==> src/rtl/softmax_pkg.sv <==
package softmax_pkg;

    localparam int N_LANES       = 4;
    localparam int SCORE_W       = 8;
    localparam int EXP_W         = 16;
    localparam int EXP_ONE_SHIFT = 15;
    localparam int ACC_W         = 24;
    localparam int SHIFT_W       = 8;
    localparam int RECIP_K       = 31;
    localparam int RECIP_W       = 17;
    localparam int PROB_SHIFT    = 16;

    typedef logic signed [SCORE_W-1:0] score_t;
    typedef logic [EXP_W-1:0]          exp_t;
    typedef logic [ACC_W-1:0]          acc_t;
    typedef logic [RECIP_W-1:0]        recip_t;

    typedef enum logic [1:0] {
        ACCUMULATE = 2'd0,
        DRAIN      = 2'd1,
        INVERT     = 2'd2,
        NORMALIZE  = 2'd3
    } phase_e;

    typedef struct packed {
        score_t [N_LANES-1:0] scores;
        logic                 last;
    } score_vec_t;

    typedef struct packed {
        score_t [N_LANES-1:0] scores;
        score_t               ref_max;
        logic [SHIFT_W-1:0]   shift;
        logic                 last;
        logic                 norm;
    } max_item_t;

    typedef struct packed {
        exp_t [N_LANES-1:0] exps;
        logic [SHIFT_W-1:0] shift;
        logic               last;
        logic               norm;
    } exp_item_t;

    typedef struct packed {
        exp_t [N_LANES-1:0] probs;
        logic               last;
    } prob_vec_t;

    typedef struct packed {
        phase_e phase;
        score_t max;
        acc_t   denominator;
    } status_t;

endpackage

==> src/rtl/denominator_acc.sv <==
`timescale 1ns/1ps

module denominator_acc (
    input  logic                   clk_i,
    input  logic                   rst_ni,
    input  logic                   clear_i,
    input  logic                   clear_regs_i,
    input  softmax_pkg::exp_item_t item_i,
    input  logic                   valid_i,
    output logic                   ready_o,
    output softmax_pkg::acc_t      denominator_o,
    output logic                   last_done_o
);

    softmax_pkg::acc_t lane_sum;
    softmax_pkg::acc_t scaled;
    logic              accept;

    assign ready_o = 1'b1;
    assign accept  = valid_i & ready_o;

    always_comb begin
        lane_sum = '0;
        for (int i = 0; i < softmax_pkg::N_LANES; i++) begin
            lane_sum = lane_sum + softmax_pkg::acc_t'(item_i.exps[i]);
        end
        // Old terms rescaled to the new maximum
        // shifts of ACC_W and more leave nothing
        scaled = denominator_o >> item_i.shift;
    end

    always_ff @(posedge clk_i or negedge rst_ni) begin
        if (!rst_ni) begin
            denominator_o <= '0;
            last_done_o   <= 1'b0;
        end else if (clear_i || clear_regs_i) begin
            denominator_o <= '0;
            last_done_o   <= 1'b0;
        end else begin
            last_done_o <= accept & item_i.last;
            if (accept) begin
                denominator_o <= scaled + lane_sum;
            end
        end
    end

endmodule

==> src/rtl/exp2_stage.sv <==
`timescale 1ns/1ps

module exp2_stage (
    input  logic                   clk_i,
    input  logic                   rst_ni,
    input  logic                   clear_i,
    input  softmax_pkg::max_item_t item_i,
    input  logic                   valid_i,
    output logic                   ready_o,
    output softmax_pkg::exp_item_t item_o,
    output logic                   acc_valid_o,
    input  logic                   acc_ready_i,
    output logic                   norm_valid_o,
    input  logic                   norm_ready_i
);

    softmax_pkg::exp_item_t next_item;
    logic                   valid_q;
    logic                   down_ready;
    logic                   accept;

    // Held item goes to the consumer of its own pass
    assign down_ready   = item_o.norm ? norm_ready_i : acc_ready_i;
    assign ready_o      = ~valid_q | down_ready;
    assign accept       = valid_i & ready_o;
    assign acc_valid_o  = valid_q & ~item_o.norm;
    assign norm_valid_o = valid_q & item_o.norm;

    always_comb begin
        logic [softmax_pkg::SCORE_W:0] diff;
        next_item.shift = item_i.shift;
        next_item.last  = item_i.last;
        next_item.norm  = item_i.norm;
        for (int i = 0; i < softmax_pkg::N_LANES; i++) begin
            diff = $signed(item_i.ref_max) - $signed(item_i.scores[i]);
            // Differences of 16 and above shift the one out completely
            next_item.exps[i] = softmax_pkg::exp_t'(1 << softmax_pkg::EXP_ONE_SHIFT) >> diff;
        end
    end

    always_ff @(posedge clk_i or negedge rst_ni) begin
        if (!rst_ni) begin
            valid_q <= 1'b0;
        end else if (clear_i) begin
            valid_q <= 1'b0;
        end else if (accept) begin
            valid_q <= 1'b1;
        end else if (down_ready) begin
            valid_q <= 1'b0;
        end
    end

    always_ff @(posedge clk_i) begin
        if (accept) begin
            item_o <= next_item;
        end
    end

endmodule

==> src/rtl/max_tracker.sv <==
`timescale 1ns/1ps

module max_tracker (
    input  logic                    clk_i,
    input  logic                    rst_ni,
    input  logic                    clear_i,
    input  logic                    clear_regs_i,
    input  softmax_pkg::phase_e     phase_i,
    input  softmax_pkg::score_vec_t in_i,
    input  logic                    valid_i,
    output logic                    ready_o,
    output softmax_pkg::max_item_t  item_o,
    output logic                    valid_o,
    input  logic                    ready_i,
    output softmax_pkg::score_t     max_o
);

    softmax_pkg::score_t max_q;
    softmax_pkg::score_t vec_max;
    softmax_pkg::score_t new_max;
    logic                accumulate;
    logic                accept;

    assign accumulate = (phase_i == softmax_pkg::ACCUMULATE);
    assign ready_o    = ~valid_o | ready_i;
    // Input is only taken in the two streaming phases
    assign accept     = valid_i & ready_o & (accumulate | (phase_i == softmax_pkg::NORMALIZE));
    assign max_o      = max_q;

    always_comb begin
        vec_max = in_i.scores[0];
        for (int i = 1; i < softmax_pkg::N_LANES; i++) begin
            if ($signed(in_i.scores[i]) > $signed(vec_max)) begin
                vec_max = in_i.scores[i];
            end
        end
        // Maximum is frozen during pass 2
        new_max = max_q;
        if (accumulate && ($signed(vec_max) > $signed(max_q))) begin
            new_max = vec_max;
        end
    end

    always_ff @(posedge clk_i or negedge rst_ni) begin
        if (!rst_ni) begin
            valid_o <= 1'b0;
            max_q   <= {1'b1, {(softmax_pkg::SCORE_W-1){1'b0}}};
        end else if (clear_i) begin
            valid_o <= 1'b0;
            max_q   <= {1'b1, {(softmax_pkg::SCORE_W-1){1'b0}}};
        end else begin
            if (accept) begin
                valid_o <= 1'b1;
            end else if (ready_i) begin
                valid_o <= 1'b0;
            end
            if (clear_regs_i) begin
                max_q <= {1'b1, {(softmax_pkg::SCORE_W-1){1'b0}}};
            end else if (accept) begin
                max_q <= new_max;
            end
        end
    end

    // First vector gets a large shift but the denominator is still zero then
    always_ff @(posedge clk_i) begin
        if (accept) begin
            item_o.scores  <= in_i.scores;
            item_o.ref_max <= new_max;
            item_o.shift   <= new_max - max_q;
            item_o.last    <= in_i.last;
            item_o.norm    <= ~accumulate;
        end
    end

endmodule

==> src/rtl/normalize_stage.sv <==
`timescale 1ns/1ps

module normalize_stage (
    input  logic                   clk_i,
    input  logic                   rst_ni,
    input  logic                   clear_i,
    input  softmax_pkg::exp_item_t item_i,
    input  logic                   valid_i,
    output logic                   ready_o,
    input  softmax_pkg::recip_t    recip_i,
    output softmax_pkg::prob_vec_t out_o,
    output logic                   valid_o,
    input  logic                   ready_i,
    output logic                   last_done_o
);

    softmax_pkg::prob_vec_t next_out;
    logic                   accept;

    assign ready_o     = ~valid_o | ready_i;
    assign accept      = valid_i & ready_o;
    assign last_done_o = valid_o & ready_i & out_o.last;

    always_comb begin
        logic [softmax_pkg::EXP_W+softmax_pkg::RECIP_W-1:0] product;
        next_out.last = item_i.last;
        for (int i = 0; i < softmax_pkg::N_LANES; i++) begin
            product = item_i.exps[i] * recip_i;
            next_out.probs[i] = product[softmax_pkg::PROB_SHIFT +: softmax_pkg::EXP_W];
        end
    end

    always_ff @(posedge clk_i or negedge rst_ni) begin
        if (!rst_ni) begin
            valid_o <= 1'b0;
        end else if (clear_i) begin
            valid_o <= 1'b0;
        end else if (accept) begin
            valid_o <= 1'b1;
        end else if (ready_i) begin
            valid_o <= 1'b0;
        end
    end

    always_ff @(posedge clk_i) begin
        if (accept) begin
            out_o <= next_out;
        end
    end

endmodule

==> src/rtl/reciprocal_divider.sv <==
`timescale 1ns/1ps

module reciprocal_divider (
    input  logic                clk_i,
    input  logic                rst_ni,
    input  logic                clear_i,
    input  logic                start_i,
    input  softmax_pkg::acc_t   denominator_i,
    output logic                done_o,
    output softmax_pkg::recip_t recip_o
);

    logic                                  busy_q;
    logic [$clog2(softmax_pkg::RECIP_K+1):0] count_q;
    softmax_pkg::acc_t                     divisor_q;
    softmax_pkg::acc_t                     rem_q;
    softmax_pkg::acc_t                     step_div;
    softmax_pkg::acc_t                     step_rem;
    logic [softmax_pkg::ACC_W:0]           trial;
    logic [softmax_pkg::ACC_W:0]           trial_sub;
    logic                                  q_bit;

    // Dividend has a single one at bit RECIP_K
    // so only the first step brings in a one
    always_comb begin
        step_div  = start_i ? denominator_i : divisor_q;
        trial     = start_i ? {{softmax_pkg::ACC_W{1'b0}}, 1'b1} : {rem_q, 1'b0};
        trial_sub = trial - {1'b0, step_div};
        q_bit     = (trial >= {1'b0, step_div});
        step_rem  = q_bit ? trial_sub[softmax_pkg::ACC_W-1:0] : trial[softmax_pkg::ACC_W-1:0];
    end

    always_ff @(posedge clk_i or negedge rst_ni) begin
        if (!rst_ni) begin
            busy_q  <= 1'b0;
            count_q <= '0;
            done_o  <= 1'b0;
        end else if (clear_i) begin
            busy_q  <= 1'b0;
            count_q <= '0;
            done_o  <= 1'b0;
        end else begin
            done_o <= 1'b0;
            if (start_i) begin
                busy_q  <= 1'b1;
                count_q <= 1;
            end else if (busy_q) begin
                count_q <= count_q + 1'b1;
                if (count_q == softmax_pkg::RECIP_K) begin
                    busy_q <= 1'b0;
                    done_o <= 1'b1;
                end
            end
        end
    end

    // Quotient bits enter from the bottom and the top ones fall off
    always_ff @(posedge clk_i) begin
        if (start_i || busy_q) begin
            divisor_q <= step_div;
            rem_q     <= step_rem;
            recip_o   <= {recip_o[softmax_pkg::RECIP_W-2:0], q_bit};
        end
    end

endmodule

==> src/rtl/softmax_ctrl.sv <==
`timescale 1ns/1ps

module softmax_ctrl (
    input  logic                clk_i,
    input  logic                rst_ni,
    input  logic                clear_i,
    input  logic                in_valid_i,
    input  logic                in_ready_i,
    input  logic                in_last_i,
    input  logic                acc_last_done_i,
    input  logic                norm_last_done_i,
    input  logic                recip_done_i,
    output softmax_pkg::phase_e phase_o,
    output logic                in_enable_o,
    output logic                recip_start_o,
    output logic                clear_regs_o
);

    softmax_pkg::phase_e state_q;
    softmax_pkg::phase_e state_d;
    logic                last_in;

    assign phase_o       = state_q;
    assign in_enable_o   = in_ready_i & ((state_q == softmax_pkg::ACCUMULATE) |
                                         (state_q == softmax_pkg::NORMALIZE));
    assign last_in       = (state_q == softmax_pkg::ACCUMULATE) & in_valid_i &
                           in_enable_o & in_last_i;
    assign recip_start_o = (state_q == softmax_pkg::DRAIN) & acc_last_done_i;
    // Wipes maximum and denominator for the next run
    assign clear_regs_o  = (state_q == softmax_pkg::NORMALIZE) & norm_last_done_i;

    always_comb begin
        state_d = state_q;
        unique case (state_q)
            softmax_pkg::ACCUMULATE: begin
                if (last_in) begin
                    state_d = softmax_pkg::DRAIN;
                end
            end
            softmax_pkg::DRAIN: begin
                if (recip_start_o) begin
                    state_d = softmax_pkg::INVERT;
                end
            end
            softmax_pkg::INVERT: begin
                if (recip_done_i) begin
                    state_d = softmax_pkg::NORMALIZE;
                end
            end
            softmax_pkg::NORMALIZE: begin
                if (clear_regs_o) begin
                    state_d = softmax_pkg::ACCUMULATE;
                end
            end
            default: state_d = softmax_pkg::ACCUMULATE;
        endcase
    end

    always_ff @(posedge clk_i or negedge rst_ni) begin
        if (!rst_ni) begin
            state_q <= softmax_pkg::ACCUMULATE;
        end else if (clear_i) begin
            state_q <= softmax_pkg::ACCUMULATE;
        end else begin
            state_q <= state_d;
        end
    end

endmodule

==> src/rtl/softmax_top.sv <==
`timescale 1ns/1ps

module softmax_top (
    input  logic                    clk_i,
    input  logic                    rst_ni,
    input  logic                    clear_i,
    input  softmax_pkg::score_vec_t in_i,
    input  logic                    in_valid_i,
    output logic                    in_ready_o,
    output softmax_pkg::prob_vec_t  out_o,
    output logic                    out_valid_o,
    input  logic                    out_ready_i,
    output softmax_pkg::status_t    status_o
);

    softmax_pkg::phase_e    phase;
    softmax_pkg::max_item_t max_item;
    softmax_pkg::exp_item_t exp_item;
    softmax_pkg::score_t    cur_max;
    softmax_pkg::acc_t      denominator;
    softmax_pkg::recip_t    recip;
    logic                   tracker_ready;
    logic                   max_valid;
    logic                   exp_ready;
    logic                   acc_valid;
    logic                   acc_ready;
    logic                   norm_valid;
    logic                   norm_ready;
    logic                   acc_last_done;
    logic                   norm_last_done;
    logic                   recip_start;
    logic                   recip_done;
    logic                   clear_regs;

    assign status_o.phase       = phase;
    assign status_o.max         = cur_max;
    assign status_o.denominator = denominator;

    softmax_ctrl i_ctrl (
        .clk_i            ( clk_i          ),
        .rst_ni           ( rst_ni         ),
        .clear_i          ( clear_i        ),
        .in_valid_i       ( in_valid_i     ),
        .in_ready_i       ( tracker_ready  ),
        .in_last_i        ( in_i.last      ),
        .acc_last_done_i  ( acc_last_done  ),
        .norm_last_done_i ( norm_last_done ),
        .recip_done_i     ( recip_done     ),
        .phase_o          ( phase          ),
        .in_enable_o      ( in_ready_o     ),
        .recip_start_o    ( recip_start    ),
        .clear_regs_o     ( clear_regs     )
    );

    max_tracker i_max_tracker (
        .clk_i        ( clk_i         ),
        .rst_ni       ( rst_ni        ),
        .clear_i      ( clear_i       ),
        .clear_regs_i ( clear_regs    ),
        .phase_i      ( phase         ),
        .in_i         ( in_i          ),
        .valid_i      ( in_valid_i    ),
        .ready_o      ( tracker_ready ),
        .item_o       ( max_item      ),
        .valid_o      ( max_valid     ),
        .ready_i      ( exp_ready     ),
        .max_o        ( cur_max       )
    );

    exp2_stage i_exp2_stage (
        .clk_i        ( clk_i      ),
        .rst_ni       ( rst_ni     ),
        .clear_i      ( clear_i    ),
        .item_i       ( max_item   ),
        .valid_i      ( max_valid  ),
        .ready_o      ( exp_ready  ),
        .item_o       ( exp_item   ),
        .acc_valid_o  ( acc_valid  ),
        .acc_ready_i  ( acc_ready  ),
        .norm_valid_o ( norm_valid ),
        .norm_ready_i ( norm_ready )
    );

    denominator_acc i_denominator_acc (
        .clk_i         ( clk_i         ),
        .rst_ni        ( rst_ni        ),
        .clear_i       ( clear_i       ),
        .clear_regs_i  ( clear_regs    ),
        .item_i        ( exp_item      ),
        .valid_i       ( acc_valid     ),
        .ready_o       ( acc_ready     ),
        .denominator_o ( denominator   ),
        .last_done_o   ( acc_last_done )
    );

    reciprocal_divider i_reciprocal_divider (
        .clk_i         ( clk_i       ),
        .rst_ni        ( rst_ni      ),
        .clear_i       ( clear_i     ),
        .start_i       ( recip_start ),
        .denominator_i ( denominator ),
        .done_o        ( recip_done  ),
        .recip_o       ( recip       )
    );

    normalize_stage i_normalize_stage (
        .clk_i       ( clk_i          ),
        .rst_ni      ( rst_ni         ),
        .clear_i     ( clear_i        ),
        .item_i      ( exp_item       ),
        .valid_i     ( norm_valid     ),
        .ready_o     ( norm_ready     ),
        .recip_i     ( recip          ),
        .out_o       ( out_o          ),
        .valid_o     ( out_valid_o    ),
        .ready_i     ( out_ready_i    ),
        .last_done_o ( norm_last_done )
    );

endmodule

==> config.mk <==
export PLATFORM = sky130hd
export DESIGN_NAME = softmax_top
export DESIGN_NICKNAME = d
export VERILOG_FILES = /design/src/rtl/softmax_pkg.sv /design/src/rtl/denominator_acc.sv /design/src/rtl/exp2_stage.sv /design/src/rtl/max_tracker.sv /design/src/rtl/normalize_stage.sv /design/src/rtl/reciprocal_divider.sv /design/src/rtl/softmax_ctrl.sv /design/src/rtl/softmax_top.sv
export SDC_FILE = /design/constraint.sdc
export NUM_CORES = 2
export LEC_CHECK = 0
export BUFFER_PORTS_ARGS = -buffer_cell sky130_fd_sc_hd__clkbuf_2
export CAP_MARGIN = 20
export CORE_MARGIN = 5
export CORE_UTILIZATION = 46
export DETAILED_ROUTE_END_ITERATION = 16
export PLACE_DENSITY_LB_ADDON = 0.08
export SLEW_MARGIN = 10
export SYNTH_ARGS = -nofsm -noshare
export SYNTH_HDL_FRONTEND = slang
export SYNTH_HIERARCHICAL = 1
export SYNTH_SLANG_ARGS = --single-unit
==> constraint.sdc <==
create_clock -name clk_i -period 5.95 [get_ports clk_i]
set_clock_uncertainty 0.05 [all_clocks]
set_input_delay 0.2975 -clock clk_i [delete_from_list [all_inputs] [get_ports clk_i]]
set_output_delay 0.2975 -clock clk_i [all_outputs]
set_load 0.03 [all_outputs]
* After elaboration in Yosys (flattened, before gate mapping) *
Index checks and enable logic that the tools add are counted.

storage, ports and cells
  bits in registers = 300
  input port bits = 38
  logic and storage cells = 141
  output and inout port bits = 101

operators by class
  equal/unequal tests = 8
  $add $sub $neg = 11
  multiplexer cells = 40
  bitwise operators = 24
  multipliers = 4
  $lt $le $gt $ge = 5
  reductions and logical operators = 11
  shift operators = 5

operators by type and width
  cell                                                   count
  multiplier 16 x 17 -> 32 bit                           4
  2-to-1 mux 24 bit                                      4
  >> shifter 16 x 9 -> 16 bit, first input constant      4
  2-to-1 mux 8 bit                                       7
  adder 24 x 16 -> 24 bit                                2
  subtractor 8 x 8 -> 9 bit                              4
  > comparator 8 bit                                     4
  >= comparator 25 x 24 -> 1 bit                         1
  2-to-1 mux 25 bit                                      1
  adder 24 bit                                           1
  >> shifter 24 x 8 -> 24 bit                            1
  subtractor 24 bit                                      1
  2-to-1 mux 1 bit                                       19
  2-to-1 mux 6 bit                                       3
  adder 16 x 16 -> 17 bit                                1
  bitwise AND 1 bit                                      15
  nonzero test 3 bit                                     5
  2-to-1 mux 2 bit                                       5
  inequality test 3 x 2 -> 1 bit, second input constant  3
  case mux 2 bit (4 select lines)                        1
  subtractor 8 bit                                       1
  adder 6 x 1 -> 6 bit, second input constant            1
  == test 6 x 5 -> 1 bit, second input constant          1
  inverter 1 bit                                         5
  other kinds (9)                                        14

* Longest topological paths before layout *
  depth in word-level cells = 12
  mapped depth = 50
  depth with buffers taken out = 47

* By module *
Netlist, hierarchy kept.

modules (own cells, without submodules)
  module              sequential area each (µm²)  instances  area each (µm²)  cells each
  normalize_stage     1976.9                      1          36039.6          3973
  denominator_acc     625.6                       1          4616.9           586
  reciprocal_divider  2152.1                      1          4416.7           400
  exp2_stage          2247.2                      1          4374.2           412
  max_tracker         1727.9                      1          3570.9           301
  softmax_ctrl        50.0                        1          241.5            22

* Worst setup path after synthesis *
OpenSTA, ideal clock, no wires.

  path type = input port to flip-flop
  start point = in in_i[2] (netlist name)
  end point = reg i_max_tracker/item_o[9] (netlist name) (data pin)
  slack = -2.965 ns
  arrival = 8.601 ns
  buffers on the path = 3
  cell stages on the path = 48
  data required time = 5.635 ns
  setup time = 0.265 ns
  path through = inv_1 ha_1 nor2b_4 o2111a_2 o41a_4 nand2_8 mux2i_1 ha_1 and4_1 and2_1 nand3_1 a22oi_1 nor2_1 o221ai_1 o311a_1 buf_6 mux2i_1 ha_1 (+12 left out) o21a_1 o21a_1 o21ai_0 a21oi_1 o21a_1 clkbuf_1 a21o_1 ha_1 nor2b_1 o21ai_0 a21boi_0 o21ai_0 a21boi_0 o21ai_0 nor2b_1 nor2_1 a221oi_1 nand3_1

on the way
  cells in the longest elaborated chain, start to end = 10

RTL lines
  element                             line               RTL
  start: declaration                  softmax_top.sv:7   input softmax_pkg::score_vec_t in_i,
  > comparator 8 bit                  max_tracker.sv:33  if ($signed(in_i.scores[i]) > $signed(vec_max)) begin
  2-to-1 mux 8 bit (*)                max_tracker.sv:33
  > comparator 8 bit                  max_tracker.sv:33
  2-to-1 mux 8 bit (*)                max_tracker.sv:33
  > comparator 8 bit                  max_tracker.sv:33
  2-to-1 mux 8 bit (*)                max_tracker.sv:33
  > comparator 8 bit                  max_tracker.sv:39  if (accumulate && ($signed(vec_max) > $signed(max_q))) begin
  logical AND 1 bit                   max_tracker.sv:39
  2-to-1 mux 8 bit (*)                max_tracker.sv:39
  named net i_max_tracker.new_max[1]  max_tracker.sv:20  softmax_pkg::score_t new_max;
  subtractor 8 bit (*)                max_tracker.sv:70  item_o.shift <= new_max - max_q;
  end: declaration                    max_tracker.sv:12  output softmax_pkg::max_item_t item_o,

The timed path passes the listed nets; every way through them passes the cells marked *.
A chain may end at the register's enable or synchronous reset.

* Final worst setup path *
  start point = in in_i[10] (netlist name)
  end point = reg i_max_tracker/item_o[9] (netlist name) (data pin)

The elaborated chain is that of the path after synthesis.

==> flow_summary.json <==
{
  "syn_nets": 7121,
  "antenna_cells": 0,
  "core_region_area_sq_um": 115000,
  "root_buffer": "clkbuf_16",
  "worstPathArrival_ns": 8.20,
  "cts_buffers": 41,
  "clk_pin_slew_ns": 0.06,
  "clkLatencyLatePin_ns": 0.64,
  "wl_mm": 148,
  "synth_most_common_cell": "inv_1",
  "drive_gt1_share_pct": 21.1,
  "ys_seq_area_share_pct": 16.5,
  "seq_area_sq_um": 8780,
  "crit_path_start_kind": "input pin",
  "antenna_left": 0,
  "synth_edf_count": 254,
  "hold_violations": 0,
  "antenna_found_initial": 2,
  "setup_viol": 79,
  "globalplace.congestion": 0.893,
  "synth_top_area_share_pct": 33.0,
  "grt_pass1_vias": 43094,
  "worst_path_most_repeated_cell": "o21a_1",
  "final_net_count": 7734,
  "yosysWarnings": 6,
  "worstMarginPinSlew_ns": 1.25,
  "worstSetupPathType": "input pin to flop",
  "synth_area_leaders": "fa_1 33%, edfxtp_1 14%, ha_1 12%, inv_1 8.4%, and2_1 5.9%",
  "viasPerCell": 5.13,
  "wl_per_cell_um": 18.8,
  "cts_tree": "yes",
  "grt_pass1_wl_mm": 240,
  "violations": "setup timing",
  "initial_utilization_pct": 46.5,
  "multi_input_area_sq_um": 41100,
  "syn_avg_cell_area_sq_um": 9.35,
  "maxSlewHeadroom_pct": 16.5,
  "synth.distinct_cells": 126,
  "ys_seq_elements": 300,
  "synthCells": 5694,
  "num_rows": 124,
  "cp_num_buf_inv": 3,
  "drt-pass1-iter-count": 5,
  "grt_max_degree": 65,
  "critical-path-slowest-cell": "o41a_4",
  "die_x_um": 350,
  "final_area_sq_um": 64500,
  "synth-async-reset-ratio_pct": 15.3,
  "synth_ff_type": "edfxtp_1",
  "drt_iter0_markers": 2139,
  "drv_cap": 0,
  "min_path_type": "input pin to flop",
  "fmax_mhz": 127,
  "placed_area_sq_um": 59700,
  "finalCritPeriodShare_pct": 133,
  "port_buffers": 138,
  "fill_cells": 10286,
  "clock_path_buffers": 3,
  "h-tree-depth": 2,
  "syn-cell-area_sq_um": 53300,
  "synth_commonest_cells": "1196 x inv_1, 877 x fa_1, 748 x nand2_1",
  "min_period_ns": 7.89,
  "cp_top_family": "compound AO/OA/AOI/OAI gates",
  "hpwl_mm": 119,
  "drcViolationCount": 0,
  "die_y_um": 350,
  "drv_slew": 0,
  "pin_count": 139,
  "grt_setup_unrepaired": "true",
  "area_delta_synth_final_pct": 21.1,
  "yosys.area.top_type": "fa_1",
  "crit_path_max_fanout": 7,
  "cts_sinks": 300,
  "cp-end-kind": "flop",
  "vias": 40293,
  "setup_slack_ns": -1.94,
  "status": "finished with violations",
  "dieArea_sq_um": 123000,
  "grt-ovfl-total": 0,
  "required_ns": 6.26,
  "cp_slowest_stage_delay_ns": 0.46,
  "gr-usage-all-layers_pct": 24.6
}
-- through the flow --
step	utilization, %	TNS (ns)	cells	hold WS [ns]	setup slack [ns]
4_1_cts	55.4	-34.15	7827	0.00935	-1.90
2_1_floorplan	-	-26.93	5694	-0.0481	-2.40
5_1_grt	56.3	-55.46	7852	0.0137	-2.32
3_5_place_dp	52.1	-57.23	7651	0.355	-2.90
3_3_place_gp	52.1	-55.89	7651	0.355	-2.90
6_report	56.3	-37.92	7852	0.0258	-1.94
-- flip-flops by register name, indices dropped and copies added, names as in the netlist, 6 cells and up --
name                             flops
i_exp2_stage/item_o                 74
i_reciprocal_divider/rem_q          24
i_max_tracker/max_o                  8
i_reciprocal_divider/recip_o        17
i_denominator_acc/denominator_o     24
i_reciprocal_divider/count_q         6
i_reciprocal_divider/divisor_q      24
i_normalize_stage/out_o             65
i_max_tracker/item_o                50
-- metal layers --
metal	vias up	track usage, %	part of all wire (%)
li1	18936	-	-
met1	20408	33.8	45
met2	755	42.3	49
met3	192	3.13	4.1
met4	2	5.20	2.2
met5	-	0	0.0088
-- worst paths after layout --
path	end	slack (ns)	cells after the start	startpoint
setup reg to reg	i_normalize_stage/out_o[31]	-0.55	24	i_reciprocal_divider/recip_o[7]
hold reg to reg	i_exp2_stage/item_o[1]	0.37	0	i_max_tracker/item_o[1]
max in group asynchronous	i_denominator_acc/denominator_o[13]	5.14	3	rst_ni
setup / recovery	i_max_tracker/item_o[9]	-1.94	44	in_i[10]
hold / removal	i_max_tracker/item_o[25]	0.03	3	in_i[8]
min in group asynchronous	i_max_tracker/max_o[0]	0.26	3	rst_ni
-- worst register-to-register path, delay by kind of cell, from the launching register on --
family	cells	cell delay (ns)
buffers and inverters	8	0.74
adders and majority gates	7	3.15
AOI/OAI and AO/OA	4	0.89
DFF	1	0.40
and+or+nand+nor	5	0.99
-- area by class of cell --
class                   count  share of cell area [%]
clock buffers              55                    1.70
inverters                1197                    6.99
clock inverters            21                   0.483
flip-flops and latches    300                    13.6
multi-input cells        3943                    63.6
well taps                1512                    2.93
repair buffers            824                    10.6
-- logic make-up (layout without fill, tap and decap cells) --
group                      after synthesis  count (layout)  share of synthesized area [%]
AOI/OAI and AO/OA                      545             545                           6.99
xor gates and xnor gates               145             145                           2.38
adders and majority gates             1389            1389                           45.0
buffers and inverters                 1451            2097                           10.4
DFF                                    300             300                           16.5
muxes                                  115             115                           2.30
other                                    1               1                        0.00704
and+or+nand+nor                       1748            1748                           16.5
-- placed cells by master (no fill, tap or decap), drive strengths merged, types with 158 or more instances in the layout --
cell type / instances
a21oi: 158
clkbuf: 188
fa: 877
nand2: 750
nor2: 164
inv: 1201
buf: 655
ha: 512
and2: 509
edfxtp: 254
-- timing repair --
| item | 4_1_cts | 5_1_grt |
|---|---|---|
| buffers inserted | 94 | 48 |
| endpoints found under the setup margin | 78 | 86 |
| hold buffers | 36 | 0 |
| hold endpoints to repair | 82 | 0 |
| cloned | 3 | 0 |
| gates resized for setup | 322 | 228 |
| pin swaps | 223 | 226 |
Power is not shown: default switching activity piles up to over one toggle a cycle in this logic, so the estimate is an artifact.
